## config.mk

```make
export PLATFORM = sky130hd
export DESIGN_NAME = fetch_bus_top
export DESIGN_NICKNAME = d
export VERILOG_FILES = /design/src/source/axi_bridge_pkg.sv /design/src/source/axi4_if.sv /design/src/source/sram_if.sv /design/src/source/axi4_master_inst.sv /design/src/source/axi4_master_data.sv /design/src/source/axi4_bus_arbiter.sv /design/src/source/fetch_bus_top.sv
export SDC_FILE = /design/constraint.sdc
export NUM_CORES = 1
export LEC_CHECK = 0
export BUFFER_PORTS_ARGS = -buffer_cell sky130_fd_sc_hd__buf_2
export CAP_MARGIN = 40
export CORE_MARGIN = 2
export CORE_UTILIZATION = 24
export CTS_CLUSTER_SIZE = 8
export DETAILED_ROUTE_END_ITERATION = 10
export GPL_ROUTABILITY_DRIVEN = 1
export GPL_TIMING_DRIVEN = 0
export PLACE_DENSITY_LB_ADDON = 0.3
export SETUP_SLACK_MARGIN = 0.1
export SYNTH_ARGS = -nofsm -noshare
export SYNTH_HDL_FRONTEND = slang
export SYNTH_SLANG_ARGS = --single-unit
```

## constraint.sdc

```tcl
create_clock -name axi4_master -period 6.6 [get_ports axi4_master]
set_input_delay 1.32 -clock axi4_master [delete_from_list [all_inputs] [get_ports axi4_master]]
set_output_delay 1.32 -clock axi4_master [all_outputs]
set_load 0.005 [all_outputs]
```

## src/source/axi_bridge_pkg.sv

```systemverilog
package axi_bridge_pkg;

    typedef logic [31:0] addr_t;    // Byte address
    typedef logic [31:0] data_t;    // One bus word
    typedef logic [3:0]  strb_t;    // One bit per byte lane
    typedef logic        axi_id_t;

    localparam axi_id_t ID_INST = 1'b0;    // Fetch bridge
    localparam axi_id_t ID_DATA = 1'b1;    // Load/store bridge

    // Fetch bridge, read only
    typedef enum logic [1:0] {
        INST_IDLE,
        INST_RADDR,
        INST_RDATA
    } inst_state_t;

    typedef enum logic [2:0] {
        DATA_IDLE,
        DATA_RADDR,
        DATA_RDATA,
        DATA_WADDR,    // AW and W both in flight
        DATA_WRESP
    } data_state_t;

    typedef enum logic {
        ARB_FREE,
        ARB_BUSY
    } arb_state_t;

endpackage : axi_bridge_pkg

```

## src/source/axi4_if.sv

```systemverilog
`timescale 1ns/1ps

interface axi4_if;

    axi_bridge_pkg::addr_t   araddr;
    axi_bridge_pkg::axi_id_t arid;
    logic                    arvalid;
    logic                    arready;

    axi_bridge_pkg::data_t   rdata;
    axi_bridge_pkg::axi_id_t rid;
    logic                    rlast;
    logic                    rvalid;
    logic                    rready;

    axi_bridge_pkg::addr_t   awaddr;
    axi_bridge_pkg::axi_id_t awid;
    logic                    awvalid;
    logic                    awready;

    axi_bridge_pkg::data_t   wdata;
    axi_bridge_pkg::strb_t   wstrb;
    logic                    wlast;
    logic                    wvalid;
    logic                    wready;

    axi_bridge_pkg::axi_id_t bid;
    logic                    bvalid;
    logic                    bready;

    modport m (
        output araddr, arid, arvalid, rready,
        output awaddr, awid, awvalid,
        output wdata, wstrb, wlast, wvalid, bready,
        input  arready, rdata, rid, rlast, rvalid,
        input  awready, wready, bid, bvalid
    );

    modport s (
        input  araddr, arid, arvalid, rready,
        input  awaddr, awid, awvalid,
        input  wdata, wstrb, wlast, wvalid, bready,
        output arready, rdata, rid, rlast, rvalid,
        output awready, wready, bid, bvalid
    );

endinterface : axi4_if

```

## src/source/sram_if.sv

```systemverilog
`timescale 1ns/1ps

interface sram_if;

    logic                  rd_en;
    logic                  wr_en;    // Never high with rd_en
    axi_bridge_pkg::addr_t addr;
    axi_bridge_pkg::data_t wdata;
    axi_bridge_pkg::strb_t wstrb;

    logic                  rd_valid;    // One-cycle pulse
    axi_bridge_pkg::data_t rd_data;
    logic                  wr_done;     // One-cycle pulse

    // Core side
    modport m (
        output rd_en, wr_en, addr, wdata, wstrb,
        input  rd_valid, rd_data, wr_done
    );

    // Bridge side
    modport s (
        input  rd_en, wr_en, addr, wdata, wstrb,
        output rd_valid, rd_data, wr_done
    );

endinterface : sram_if

```

## src/source/axi4_master_inst.sv

```systemverilog
`timescale 1ns/1ps

module axi4_master_inst (
    input  logic axi4_master,
    input  logic rst,
    axi4_if.m    bus,
    sram_if.s    sram
);

    axi_bridge_pkg::inst_state_t state;

    assign bus.arid = axi_bridge_pkg::ID_INST;

    // Fetch port never writes
    assign bus.awaddr  = '0;
    assign bus.awid    = axi_bridge_pkg::ID_INST;
    assign bus.awvalid = 1'b0;
    assign bus.wdata   = '0;
    assign bus.wstrb   = '0;
    assign bus.wlast   = 1'b0;
    assign bus.wvalid  = 1'b0;
    assign bus.bready  = 1'b0;
    assign sram.wr_done = 1'b0;

    always_ff @(posedge axi4_master) begin
        if (rst) begin
            state        <= axi_bridge_pkg::INST_IDLE;
            bus.arvalid  <= 1'b0;
            bus.rready   <= 1'b0;
            sram.rd_valid <= 1'b0;
        end else begin
            sram.rd_valid <= 1'b0;
            case (state)
                axi_bridge_pkg::INST_IDLE: begin
                    bus.rready <= 1'b0;    // R beat taken this cycle
                    if (sram.rd_en && !sram.rd_valid) begin
                        state <= axi_bridge_pkg::INST_RADDR;
                    end
                end
                axi_bridge_pkg::INST_RADDR: begin
                    if (bus.arvalid && bus.arready) begin
                        bus.arvalid <= 1'b0;
                        state       <= axi_bridge_pkg::INST_RDATA;
                    end else if (!bus.arvalid) begin
                        bus.arvalid <= 1'b1;
                        bus.araddr  <= sram.addr;
                    end
                end
                axi_bridge_pkg::INST_RDATA: begin
                    if (bus.rvalid && bus.rlast) begin
                        bus.rready    <= 1'b1;    // Handshake completes next cycle
                        sram.rd_valid <= 1'b1;
                        sram.rd_data  <= bus.rdata;
                        state         <= axi_bridge_pkg::INST_IDLE;
                    end
                end
                default: state <= axi_bridge_pkg::INST_IDLE;
            endcase
        end
    end

endmodule : axi4_master_inst

```

## src/source/axi4_master_data.sv

```systemverilog
`timescale 1ns/1ps

module axi4_master_data (
    input  logic axi4_master,
    input  logic rst,
    axi4_if.m    bus,
    sram_if.s    sram
);

    axi_bridge_pkg::data_state_t state;

    logic aw_done;    // AW accepted, W may still be pending
    logic w_done;
    logic aw_fin;
    logic w_fin;
    logic pulse_out;

    assign bus.arid  = axi_bridge_pkg::ID_DATA;
    assign bus.awid  = axi_bridge_pkg::ID_DATA;
    assign bus.wlast = 1'b1;    // Single beat

    assign aw_fin    = aw_done || (bus.awvalid && bus.awready);
    assign w_fin     = w_done || (bus.wvalid && bus.wready);
    assign pulse_out = sram.rd_valid || sram.wr_done;

    always_ff @(posedge axi4_master) begin
        if (rst) begin
            state         <= axi_bridge_pkg::DATA_IDLE;
            bus.arvalid   <= 1'b0;
            bus.awvalid   <= 1'b0;
            bus.wvalid    <= 1'b0;
            bus.rready    <= 1'b0;
            bus.bready    <= 1'b0;
            aw_done       <= 1'b0;
            w_done        <= 1'b0;
            sram.rd_valid <= 1'b0;
            sram.wr_done  <= 1'b0;
        end else begin
            sram.rd_valid <= 1'b0;
            sram.wr_done  <= 1'b0;
            case (state)
                axi_bridge_pkg::DATA_IDLE: begin
                    bus.rready <= 1'b0;
                    // Core still holds its enable during the pulse
                    if (!pulse_out && sram.rd_en) begin
                        state <= axi_bridge_pkg::DATA_RADDR;
                    end else if (!pulse_out && sram.wr_en) begin
                        state <= axi_bridge_pkg::DATA_WADDR;
                    end
                end
                axi_bridge_pkg::DATA_RADDR: begin
                    if (bus.arvalid && bus.arready) begin
                        bus.arvalid <= 1'b0;
                        state       <= axi_bridge_pkg::DATA_RDATA;
                    end else if (!bus.arvalid) begin
                        bus.arvalid <= 1'b1;
                        bus.araddr  <= sram.addr;
                    end
                end
                axi_bridge_pkg::DATA_RDATA: begin
                    if (bus.rvalid && bus.rlast) begin
                        bus.rready    <= 1'b1;
                        sram.rd_valid <= 1'b1;
                        sram.rd_data  <= bus.rdata;
                        state         <= axi_bridge_pkg::DATA_IDLE;
                    end
                end
                axi_bridge_pkg::DATA_WADDR: begin
                    if (!aw_done) begin
                        if (bus.awvalid && bus.awready) begin
                            bus.awvalid <= 1'b0;
                            aw_done     <= 1'b1;
                        end else if (!bus.awvalid) begin
                            bus.awvalid <= 1'b1;
                            bus.awaddr  <= sram.addr;
                        end
                    end
                    if (!w_done) begin
                        if (bus.wvalid && bus.wready) begin
                            bus.wvalid <= 1'b0;
                            w_done     <= 1'b1;
                        end else if (!bus.wvalid) begin
                            bus.wvalid <= 1'b1;
                            bus.wdata  <= sram.wdata;
                            bus.wstrb  <= sram.wstrb;
                        end
                    end
                    if (aw_fin && w_fin) begin
                        aw_done    <= 1'b0;
                        w_done     <= 1'b0;
                        bus.bready <= 1'b1;
                        state      <= axi_bridge_pkg::DATA_WRESP;
                    end
                end
                axi_bridge_pkg::DATA_WRESP: begin
                    if (bus.bvalid && bus.bready) begin
                        bus.bready   <= 1'b0;
                        sram.wr_done <= 1'b1;
                        state        <= axi_bridge_pkg::DATA_IDLE;
                    end
                end
                default: state <= axi_bridge_pkg::DATA_IDLE;
            endcase
        end
    end

endmodule : axi4_master_data

```

## src/source/axi4_bus_arbiter.sv

```systemverilog
`timescale 1ns/1ps

module axi4_bus_arbiter (
    input  logic axi4_master,
    input  logic rst,
    axi4_if.s    inst_bus,
    axi4_if.s    data_bus,
    axi4_if.m    mem_bus
);

    axi_bridge_pkg::arb_state_t state;
    axi_bridge_pkg::axi_id_t    grant;
    axi_bridge_pkg::axi_id_t    last_grant;
    axi_bridge_pkg::axi_id_t    pick;

    logic inst_req;
    logic data_req;
    logic busy;
    logic sel_data;
    logic txn_end;

    assign inst_req = inst_bus.arvalid || inst_bus.awvalid;
    assign data_req = data_bus.arvalid || data_bus.awvalid;
    assign busy     = (state == axi_bridge_pkg::ARB_BUSY);
    assign sel_data = (grant == axi_bridge_pkg::ID_DATA);

    // Round robin on a tie
    assign pick = (inst_req && data_req) ? ~last_grant :
                  (data_req ? axi_bridge_pkg::ID_DATA : axi_bridge_pkg::ID_INST);

    assign txn_end = (mem_bus.rvalid && mem_bus.rready && mem_bus.rlast) ||
                     (mem_bus.bvalid && mem_bus.bready);

    always_ff @(posedge axi4_master) begin
        if (rst) begin
            state      <= axi_bridge_pkg::ARB_FREE;
            grant      <= axi_bridge_pkg::ID_INST;
            last_grant <= axi_bridge_pkg::ID_DATA;    // Fetch wins the first tie
        end else begin
            case (state)
                axi_bridge_pkg::ARB_FREE: begin
                    if (inst_req || data_req) begin
                        grant <= pick;
                        state <= axi_bridge_pkg::ARB_BUSY;
                    end
                end
                axi_bridge_pkg::ARB_BUSY: begin
                    if (txn_end) begin
                        last_grant <= grant;
                        state      <= axi_bridge_pkg::ARB_FREE;
                    end
                end
                default: state <= axi_bridge_pkg::ARB_FREE;
            endcase
        end
    end

    // Request side mux
    assign mem_bus.araddr  = sel_data ? data_bus.araddr : inst_bus.araddr;
    assign mem_bus.arid    = sel_data ? data_bus.arid : inst_bus.arid;
    assign mem_bus.arvalid = busy && (sel_data ? data_bus.arvalid : inst_bus.arvalid);
    assign mem_bus.awaddr  = sel_data ? data_bus.awaddr : inst_bus.awaddr;
    assign mem_bus.awid    = sel_data ? data_bus.awid : inst_bus.awid;
    assign mem_bus.awvalid = busy && (sel_data ? data_bus.awvalid : inst_bus.awvalid);
    assign mem_bus.wdata   = sel_data ? data_bus.wdata : inst_bus.wdata;
    assign mem_bus.wstrb   = sel_data ? data_bus.wstrb : inst_bus.wstrb;
    assign mem_bus.wlast   = sel_data ? data_bus.wlast : inst_bus.wlast;
    assign mem_bus.wvalid  = busy && (sel_data ? data_bus.wvalid : inst_bus.wvalid);
    assign mem_bus.rready  = busy && (sel_data ? data_bus.rready : inst_bus.rready);
    assign mem_bus.bready  = busy && (sel_data ? data_bus.bready : inst_bus.bready);

    // Loser sees ready low
    assign inst_bus.arready = busy && !sel_data && mem_bus.arready;
    assign inst_bus.awready = busy && !sel_data && mem_bus.awready;
    assign inst_bus.wready  = busy && !sel_data && mem_bus.wready;
    assign data_bus.arready = busy && sel_data && mem_bus.arready;
    assign data_bus.awready = busy && sel_data && mem_bus.awready;
    assign data_bus.wready  = busy && sel_data && mem_bus.wready;

    // Responses steered by ID
    assign inst_bus.rdata  = mem_bus.rdata;
    assign inst_bus.rid    = mem_bus.rid;
    assign inst_bus.rlast  = mem_bus.rlast;
    assign inst_bus.rvalid = mem_bus.rvalid && (mem_bus.rid == axi_bridge_pkg::ID_INST);
    assign inst_bus.bid    = mem_bus.bid;
    assign inst_bus.bvalid = mem_bus.bvalid && (mem_bus.bid == axi_bridge_pkg::ID_INST);
    assign data_bus.rdata  = mem_bus.rdata;
    assign data_bus.rid    = mem_bus.rid;
    assign data_bus.rlast  = mem_bus.rlast;
    assign data_bus.rvalid = mem_bus.rvalid && (mem_bus.rid == axi_bridge_pkg::ID_DATA);
    assign data_bus.bid    = mem_bus.bid;
    assign data_bus.bvalid = mem_bus.bvalid && (mem_bus.bid == axi_bridge_pkg::ID_DATA);

endmodule : axi4_bus_arbiter

```

## src/source/fetch_bus_top.sv

```systemverilog
`timescale 1ns/1ps

module fetch_bus_top (
    input  logic                    axi4_master,
    input  logic                    rst,

    input  logic                    inst_rd_en,
    input  axi_bridge_pkg::addr_t   inst_addr,
    output logic                    inst_rd_valid,
    output axi_bridge_pkg::data_t   inst_rd_data,

    input  logic                    data_rd_en,
    input  logic                    data_wr_en,
    input  axi_bridge_pkg::addr_t   data_addr,
    input  axi_bridge_pkg::data_t   data_wdata,
    input  axi_bridge_pkg::strb_t   data_wstrb,
    output logic                    data_rd_valid,
    output axi_bridge_pkg::data_t   data_rd_data,
    output logic                    data_wr_done,

    output axi_bridge_pkg::addr_t   m_araddr,
    output axi_bridge_pkg::axi_id_t m_arid,
    output logic                    m_arvalid,
    input  logic                    m_arready,
    input  axi_bridge_pkg::data_t   m_rdata,
    input  axi_bridge_pkg::axi_id_t m_rid,
    input  logic                    m_rlast,
    input  logic                    m_rvalid,
    output logic                    m_rready,
    output axi_bridge_pkg::addr_t   m_awaddr,
    output axi_bridge_pkg::axi_id_t m_awid,
    output logic                    m_awvalid,
    input  logic                    m_awready,
    output axi_bridge_pkg::data_t   m_wdata,
    output axi_bridge_pkg::strb_t   m_wstrb,
    output logic                    m_wlast,
    output logic                    m_wvalid,
    input  logic                    m_wready,
    input  axi_bridge_pkg::axi_id_t m_bid,
    input  logic                    m_bvalid,
    output logic                    m_bready
);

    axi4_if inst_bus ();
    axi4_if data_bus ();
    axi4_if mem_bus ();
    sram_if inst_sram ();
    sram_if data_sram ();

    assign inst_sram.rd_en = inst_rd_en;
    assign inst_sram.wr_en = 1'b0;    // Fetch side is read only
    assign inst_sram.addr  = inst_addr;
    assign inst_sram.wdata = '0;
    assign inst_sram.wstrb = '0;
    assign inst_rd_valid   = inst_sram.rd_valid;
    assign inst_rd_data    = inst_sram.rd_data;

    assign data_sram.rd_en = data_rd_en;
    assign data_sram.wr_en = data_wr_en;
    assign data_sram.addr  = data_addr;
    assign data_sram.wdata = data_wdata;
    assign data_sram.wstrb = data_wstrb;
    assign data_rd_valid   = data_sram.rd_valid;
    assign data_rd_data    = data_sram.rd_data;
    assign data_wr_done    = data_sram.wr_done;

    assign m_araddr          = mem_bus.araddr;
    assign m_arid            = mem_bus.arid;
    assign m_arvalid         = mem_bus.arvalid;
    assign mem_bus.arready   = m_arready;
    assign mem_bus.rdata     = m_rdata;
    assign mem_bus.rid       = m_rid;
    assign mem_bus.rlast     = m_rlast;
    assign mem_bus.rvalid    = m_rvalid;
    assign m_rready          = mem_bus.rready;
    assign m_awaddr          = mem_bus.awaddr;
    assign m_awid            = mem_bus.awid;
    assign m_awvalid         = mem_bus.awvalid;
    assign mem_bus.awready   = m_awready;
    assign m_wdata           = mem_bus.wdata;
    assign m_wstrb           = mem_bus.wstrb;
    assign m_wlast           = mem_bus.wlast;
    assign m_wvalid          = mem_bus.wvalid;
    assign mem_bus.wready    = m_wready;
    assign mem_bus.bid       = m_bid;
    assign mem_bus.bvalid    = m_bvalid;
    assign m_bready          = mem_bus.bready;

    axi4_master_inst i_inst_bridge (
        .axi4_master (axi4_master),
        .rst         (rst),
        .bus         (inst_bus.m),
        .sram        (inst_sram.s)
    );

    axi4_master_data i_data_bridge (
        .axi4_master (axi4_master),
        .rst         (rst),
        .bus         (data_bus.m),
        .sram        (data_sram.s)
    );

    axi4_bus_arbiter i_arbiter (
        .axi4_master (axi4_master),
        .rst         (rst),
        .inst_bus    (inst_bus.s),
        .data_bus    (data_bus.s),
        .mem_bus     (mem_bus.m)
    );

endmodule : fetch_bus_top

```

==> impl_metrics.ini, run 1 <==
[run_status]
status = finished clean

[routing]
vias = 5005
remaining_drc_errors = 0
viasPerCell = 4.079
wire_per_inst_um = 16.82
first_iter_violations = 179
wl_mm = 20.64
firstDrtPassIters = 4
ant_nets = 0

[worst_setup_path]
critPathRequiredTime_ns = 5.28
timing.critical_path.to_type = primary output
internal_reg_to_reg_setup_slack_ns = 4.09
crit_path_start_kind = flip-flop
worst_r2r_startpoint = i_inst_bridge.state[0]
worst-r2r-cell-count = 7
type_of_the_setup_path_with_the_least_slack = flip-flop to primary output
crit-reg2reg-capture = i_inst_bridge.bus.araddr[0]
worst_ep_arrival_time_ns = 2.17
path_max_fanout = 10

[global_route]
grt_first_pass_wirelength_mm = 29.62
grt_max_degree = 34
overall_global_routing_usage = 0.1151
antenna_violations_before_repair = 4
grt.overflow.total = 0
vias_in_the_first_global_route = 5129

[synth]
yosys.cell_types.count = 45
syn-instance-count = 429
ys_seq_elements = 216
portion_of_the_post_synthesis_area_used_by_sequential_elements = 0.8072
synth.largest_area_cell = sky130_fd_sc_hd__edfxtp_1
netlist.area_leader.share = 0.7558
synth_enable_flop_cells = 196
syn-num-nets = 574
async_reset_ff_frac = 0
netlist_area_mm2 = 0.007787
synthTopCellsByArea = sky130_fd_sc_hd__edfxtp_1 76%, sky130_fd_sc_hd__and2_1 5.6%, sky130_fd_sc_hd__dfxtp_1 5.1%
yosys_most_used_dff = sky130_fd_sc_hd__edfxtp_1
yosys_warnings = 0
postSynthAreaPerCell_um2 = 18.15

[die]
rows = 65
ioPinCount = 320
design.die.area_mm2 = 0.03390
die-height_um = 184.1
initial_core_util = 0.2455
floorplan.core_area_mm2 = 0.03172
die-width_um = 184.1

[clocking]
postCtsSetupRepairBufs = 0
numCtsBuffers = 31
post_cts_resize_count = 0
clk_transition_reported_paths_ns = 0.05
htree_levels = 1
clkLatencyLatePin_ns = 0.55
cts_root_buf = sky130_fd_sc_hd__clkbuf_16
numClockSinks = 216
tritoncts = yes
ctsHoldBuffers = 0
cts_buffer_depth = 3

[sta]
grt_setup_unrepaired = false
fin_skew_ns = 0.01721
final_slew_violations = 0
hold-worst-slack_ns = 0.4891
worst_pin_slew_ns = 0.8091
slew-limit-headroom = 0.4606
timing.final.hold_violations = 0
final.period_utilization = 0.5294
finalCriticalPeriod_ns = 3.494
max_freq_mhz = 286.2
finalSetupViolCount = 0

[cells_and_area]
fraction_of_final_layout_cells_sized_beyond_drive_strength_1 = 0.5414
area_growth_syn_to_layout_pct = 41.00
multi_input_area_mm2 = 0.001394
layout.area.seq_mm2 = 0.006286
num-fill-cells = 3128
nNetsFinal = 952
utilization = 0.3462

[min_path]
min-delay-path-class = flip-flop to flip-flop
hold-path-endpoint = i_inst_bridge.bus.rready
whs_path_depth = 2
min_from = i_inst_bridge.bus.rready

[pwr]
power.net_switching_uw = 751.6
p_sw_frac = 0.2269
seq_power_share = 0.474
vdd.ir_drop.worst_uv = 177.5
leakagePower_nw = 4.516
p_int_mw = 2.561
power.density_cell_area_mw_per_mm2 = 301.6
combinational_fraction_of_design_power = 0.099
clock_power_share = 0.427

[placed_design]
detailedPlacementHpwl_mm = 15.53
port_buffers = 319
gp_congestion = 0.7277

[run]
cap_viol_max_count = 0
-- worst max-delay path: stages, from the launching register on --
cell and delay (ns):
sky130_fd_sc_hd__dfxtp_1 0.58, sky130_fd_sc_hd__buf_6 0.23, sky130_fd_sc_hd__clkbuf_1 0.42, sky130_fd_sc_hd__and2_1 0.26, sky130_fd_sc_hd__buf_2 0.13
-- sequential cells by signal (all words and copies together), names as in the netlist, 2 cells and up --
register                    flops
i_data_bridge.bus.araddr       32
i_data_bridge.bus.awaddr       32
i_data_bridge.bus.wdata        32
i_data_bridge.sram.rd_data     32
i_inst_bridge.bus.araddr       32
i_inst_bridge.sram.rd_data     32
i_data_bridge.bus.wstrb         4
i_data_bridge.state             3
i_inst_bridge.state             2
-- worst max path at each step --
stage                                from                           to  slack [ns]  cells after the start
after floorplan                       rst   i_data_bridge.bus.wdata[0]        1.11                      2
after global placement                rst   i_data_bridge.bus.wdata[2]       -1.73                      3
after detailed placement              rst  i_inst_bridge.bus.araddr[5]        2.66                      9
after CTS                 i_arbiter.grant                  m_wdata[31]        2.92                      4
after global routing      i_arbiter.grant                 m_awaddr[21]        2.90                      4
final                     i_arbiter.grant                   m_wdata[5]        3.11                      4
-- layout by cell type (no fill, tap or decap), drive strengths merged, types with 7 or more instances in the layout --
cell,count
a21oi,8
and2,70
buf,357
clkbuf,52
dfxtp,20
edfxtp,196
inv,7
mux2,32
nand2,9
nor2,12
nor3,8
o21ai,7
-- synthesized netlist by cell type, drive strengths merged (2+ instances only) --
cell type,instances
edfxtp,196
and2,70
mux2,32
dfxtp,20
buf,12
nor2,12
nand2,9
a21oi,8
nor3,8
clkbuf,7
o21ai,7
and3,6
inv,6
nor4,6
a211oi,2
and4b,2
mux2i,2
nand2b,2
nand3b,2
nand4,2
nor3b,2
o211ai,2
-- logic make-up (layout without fill, tap and decap cells) --
| family | after synthesis | in the layout | share of synthesized area |
|---|---|---|---|
| muxes | 34 | 34 | 0.04884 |
| other | 0 | 3 | 0 |
| buffers and inverters | 25 | 418 | 0.01783 |
| DFF | 216 | 216 | 0.8072 |
| and+or+nand+nor | 127 | 127 | 0.1009 |
| AOI/OAI and AO/OA | 27 | 27 | 0.02522 |
-- power by group through the flow --
stage	Combinational [mW]	Clock, mW	Sequential, mW
after floorplan	0.155	0	1.59
after global placement	0.321	0	1.60
after detailed placement	0.337	0	1.60
after CTS	0.339	1.47	1.57
after global routing	0.365	1.52	1.57
final	0.328	1.41	1.57
-- routing by layer --
metal | vias up | GRT usage | wire, um | part of all wire
li1 | 2374 | - | - | -
met1 | 2351 | 0.1312 | 8278 | 0.40
met2 | 238 | 0.1988 | 9828 | 0.48
met3 | 42 | 0.03794 | 1841 | 0.089
met5 | - | 0 | 0 | 0
met4 | 0 | 0.04704 | 695 | 0.034
-- per-stage QoR --
stage | instances | setup slack, ns | power, mW | setup TNS (ns) | cell area (um^2)
after global placement | 1150 | -1.729 | 1.926 | -192.05 | 9887
after detailed placement | 1176 | 2.665 | 1.935 | 0 | 10110
after CTS | 1224 | 2.918 | 3.379 | 0 | 10970
after floorplan | 429 | 1.113 | 1.748 | 0 | 7787
final | 1227 | 3.106 | 3.312 | 0 | 10980
after global routing | 1226 | 2.903 | 3.454 | 0 | 10980
-- layout make-up --
type | instances | share of cell area
flip-flops and latches | 216 | 0.5725
repair buffers | 345 | 0.1632
multi-input cells | 188 | 0.1269
clock buffers | 45 | 0.07543
well taps | 402 | 0.04581
plain buffers | 19 | 0.01060
clock inverters | 3 | 0.002849
inverters | 6 | 0.002051
diodes | 3 | 0.0006837
(Power assumes the default switching activity.)
==> inputs of run 2 (changes only) <==
Clock period 6.6 ns to 3 ns, I/O delays scaled along.
==> impl_metrics.ini, run 2 (synthesized netlist as in run 1, its figures left out) <==
[run_status]
status = finished clean

[pwr]
power.net_switching_mw = 1.603
p_int_mw = 5.565
leakagePower_nw = 4.453
seq_power_share = 0.482
vdd.ir_drop.worst_uv = 484.0
combinational_fraction_of_design_power = 0.102
clock_power_share = 0.415
power.density_cell_area_mw_per_mm2 = 654.3
p_sw_frac = 0.2236

[clocking]
ctsHoldBuffers = 0
cts_root_buf = sky130_fd_sc_hd__clkbuf_16
numCtsBuffers = 30
clk_transition_reported_paths_ns = 0.06
numClockSinks = 216
postCtsSetupRepairBufs = 0
htree_levels = 1
clkLatencyLatePin_ns = 0.55
tritoncts = yes
cts_buffer_depth = 3

[global_route]
grt_first_pass_wirelength_mm = 30.17
grt.overflow.total = 0
overall_global_routing_usage = 0.1191
vias_in_the_first_global_route = 5074
antenna_violations_before_repair = 7
grt_max_degree = 34

[worst_setup_path]
crit_slowest_cell = sky130_fd_sc_hd__dfxtp_2
type_of_the_setup_path_with_the_least_slack = flip-flop to primary output
timing.critical_path.to_type = primary output
cp_slowest_stage_delay_ns = 0.45
path_max_fanout = 10
critPathRequiredTime_ns = 2.40
timing.critical_path.buf_inv = 3
cp_top_family = buffers and inverters
crit_path_start_kind = flip-flop
worst_ep_arrival_time_ns = 2.04
cp_common_cell = sky130_fd_sc_hd__buf_2
critical_path.cell_chain = buf_6, buf_2, mux2_2, buf_2

[sta]
final.period_utilization = 0.8801
worst_pin_slew_ns = 0.8082
timing.final.hold_violations = 0
fin_skew_ns = 0.01350
slew-limit-headroom = 0.4612
hold-worst-slack_ns = 0.2292
final_slew_violations = 0
finalCriticalPeriod_ns = 2.640
max_freq_mhz = 378.8
grt_setup_unrepaired = false
finalSetupViolCount = 0

[routing]
remaining_drc_errors = 0
vias = 4959
first_iter_violations = 163
viasPerCell = 4.092
ant_nets = 0
firstDrtPassIters = 4
wl_mm = 20.82
wire_per_inst_um = 17.18

[cells_and_area]
most-common-layout-cells = 324 x sky130_fd_sc_hd__buf_2, 196 x sky130_fd_sc_hd__edfxtp_1, 70 x sky130_fd_sc_hd__and2_1
layout.cell_area.non_filler_mm2 = 0.01095
nNetsFinal = 938
layout_commonest_cell = sky130_fd_sc_hd__buf_2
area_growth_syn_to_layout_pct = 40.67
fraction_of_final_layout_cells_sized_beyond_drive_strength_1 = 0.5372

[placed_design]
port_buffers = 319
place_area_mm2 = 0.01012
gp_congestion = 0.7492
detailedPlacementHpwl_mm = 15.71

[die]
design.die.area_mm2 = 0.03390
initial_core_util = 0.2455
rows = 65
ioPinCount = 320
floorplan.core_area_mm2 = 0.03172
die-width_um = 184.1
die-height_um = 184.1

[min_path]
min-delay-path-class = input pin to flip-flop

[run]
cap_viol_max_count = 0
-- run 2: changes by cell type in the layout (fill, tap and decap cells not counted), sizes merged --
cell      change
clkbuf        -1
buf          -13
diode         +1
clkinvlp      -1
inv           -1
-- run 2: power by group through the flow --
stage          Combinational [mW]  Sequential [mW]  Clock (mW)
3_3_place_gp                0.721             3.52           0
4_1_cts                     0.758             3.46        3.09
6_report                    0.732             3.46        2.98
3_5_place_dp                0.753             3.52           0
5_1_grt                     0.813             3.47        3.20
2_1_floorplan               0.347             3.50           0
-- run 2: timing repair --
action	in CTS	in global routing
gates cloned	0	0
endpoints found under the setup margin	10	11
pin swaps	0	0
endpoints found under the hold margin	0	0
resized for setup	1	3
-- run 2: layout make-up --
| class | count | area [um^2] |
|---|---|---|
| Antenna cell | 4 | 10.01 |
| Buffer | 19 | 118.9 |
| Clock buffer | 44 | 803.3 |
| Clock inverter | 1 | 16.27 |
| Fill cell | 3120 | 20760 |
| Inverter | 6 | 22.52 |
| Multi-Input combinational cell | 188 | 1435 |
| Sequential cell | 216 | 6287 |
| Tap cell | 402 | 503.0 |
| Timing Repair Buffer | 332 | 1758 |
-- run 2: per-stage QoR --
step | utilization | setup WS (ns) | TNS, ns | total power, mW | instances
2_1_floorplan | - | 0.3011 | 0 | 3.850 | 429
3_3_place_gp | 0.3138 | -1.238 | -97.76 | 4.240 | 1150
3_5_place_dp | 0.3191 | 0.4387 | 0 | 4.269 | 1163
4_1_cts | 0.3450 | 0.1280 | 0 | 7.307 | 1208
5_1_grt | 0.3452 | 0.2365 | 0 | 7.483 | 1210
6_report | 0.3454 | 0.3598 | 0 | 7.168 | 1212
-- run 2: worst paths after layout --
path | from | to | slack, ns | cells past startpoint
setup / recovery | i_arbiter.grant | m_araddr[13] | 0.36 | 4
hold / removal | data_wdata[8] | i_data_bridge.bus.wdata[8] | 0.23 | 1
setup reg to reg | i_data_bridge.state[0] | i_data_bridge.bus.wdata[28] | 0.84 | 6
hold reg to reg | i_data_bridge.bus.bready | i_data_bridge.bus.bready | 0.49 | 2
-- run 2: routing by layer --
layer  part of all wire  global-route usage
met1               0.40              0.1383
met5             0.0022                   0
met4              0.030             0.04416
met3              0.093             0.04110
met2               0.48              0.2032
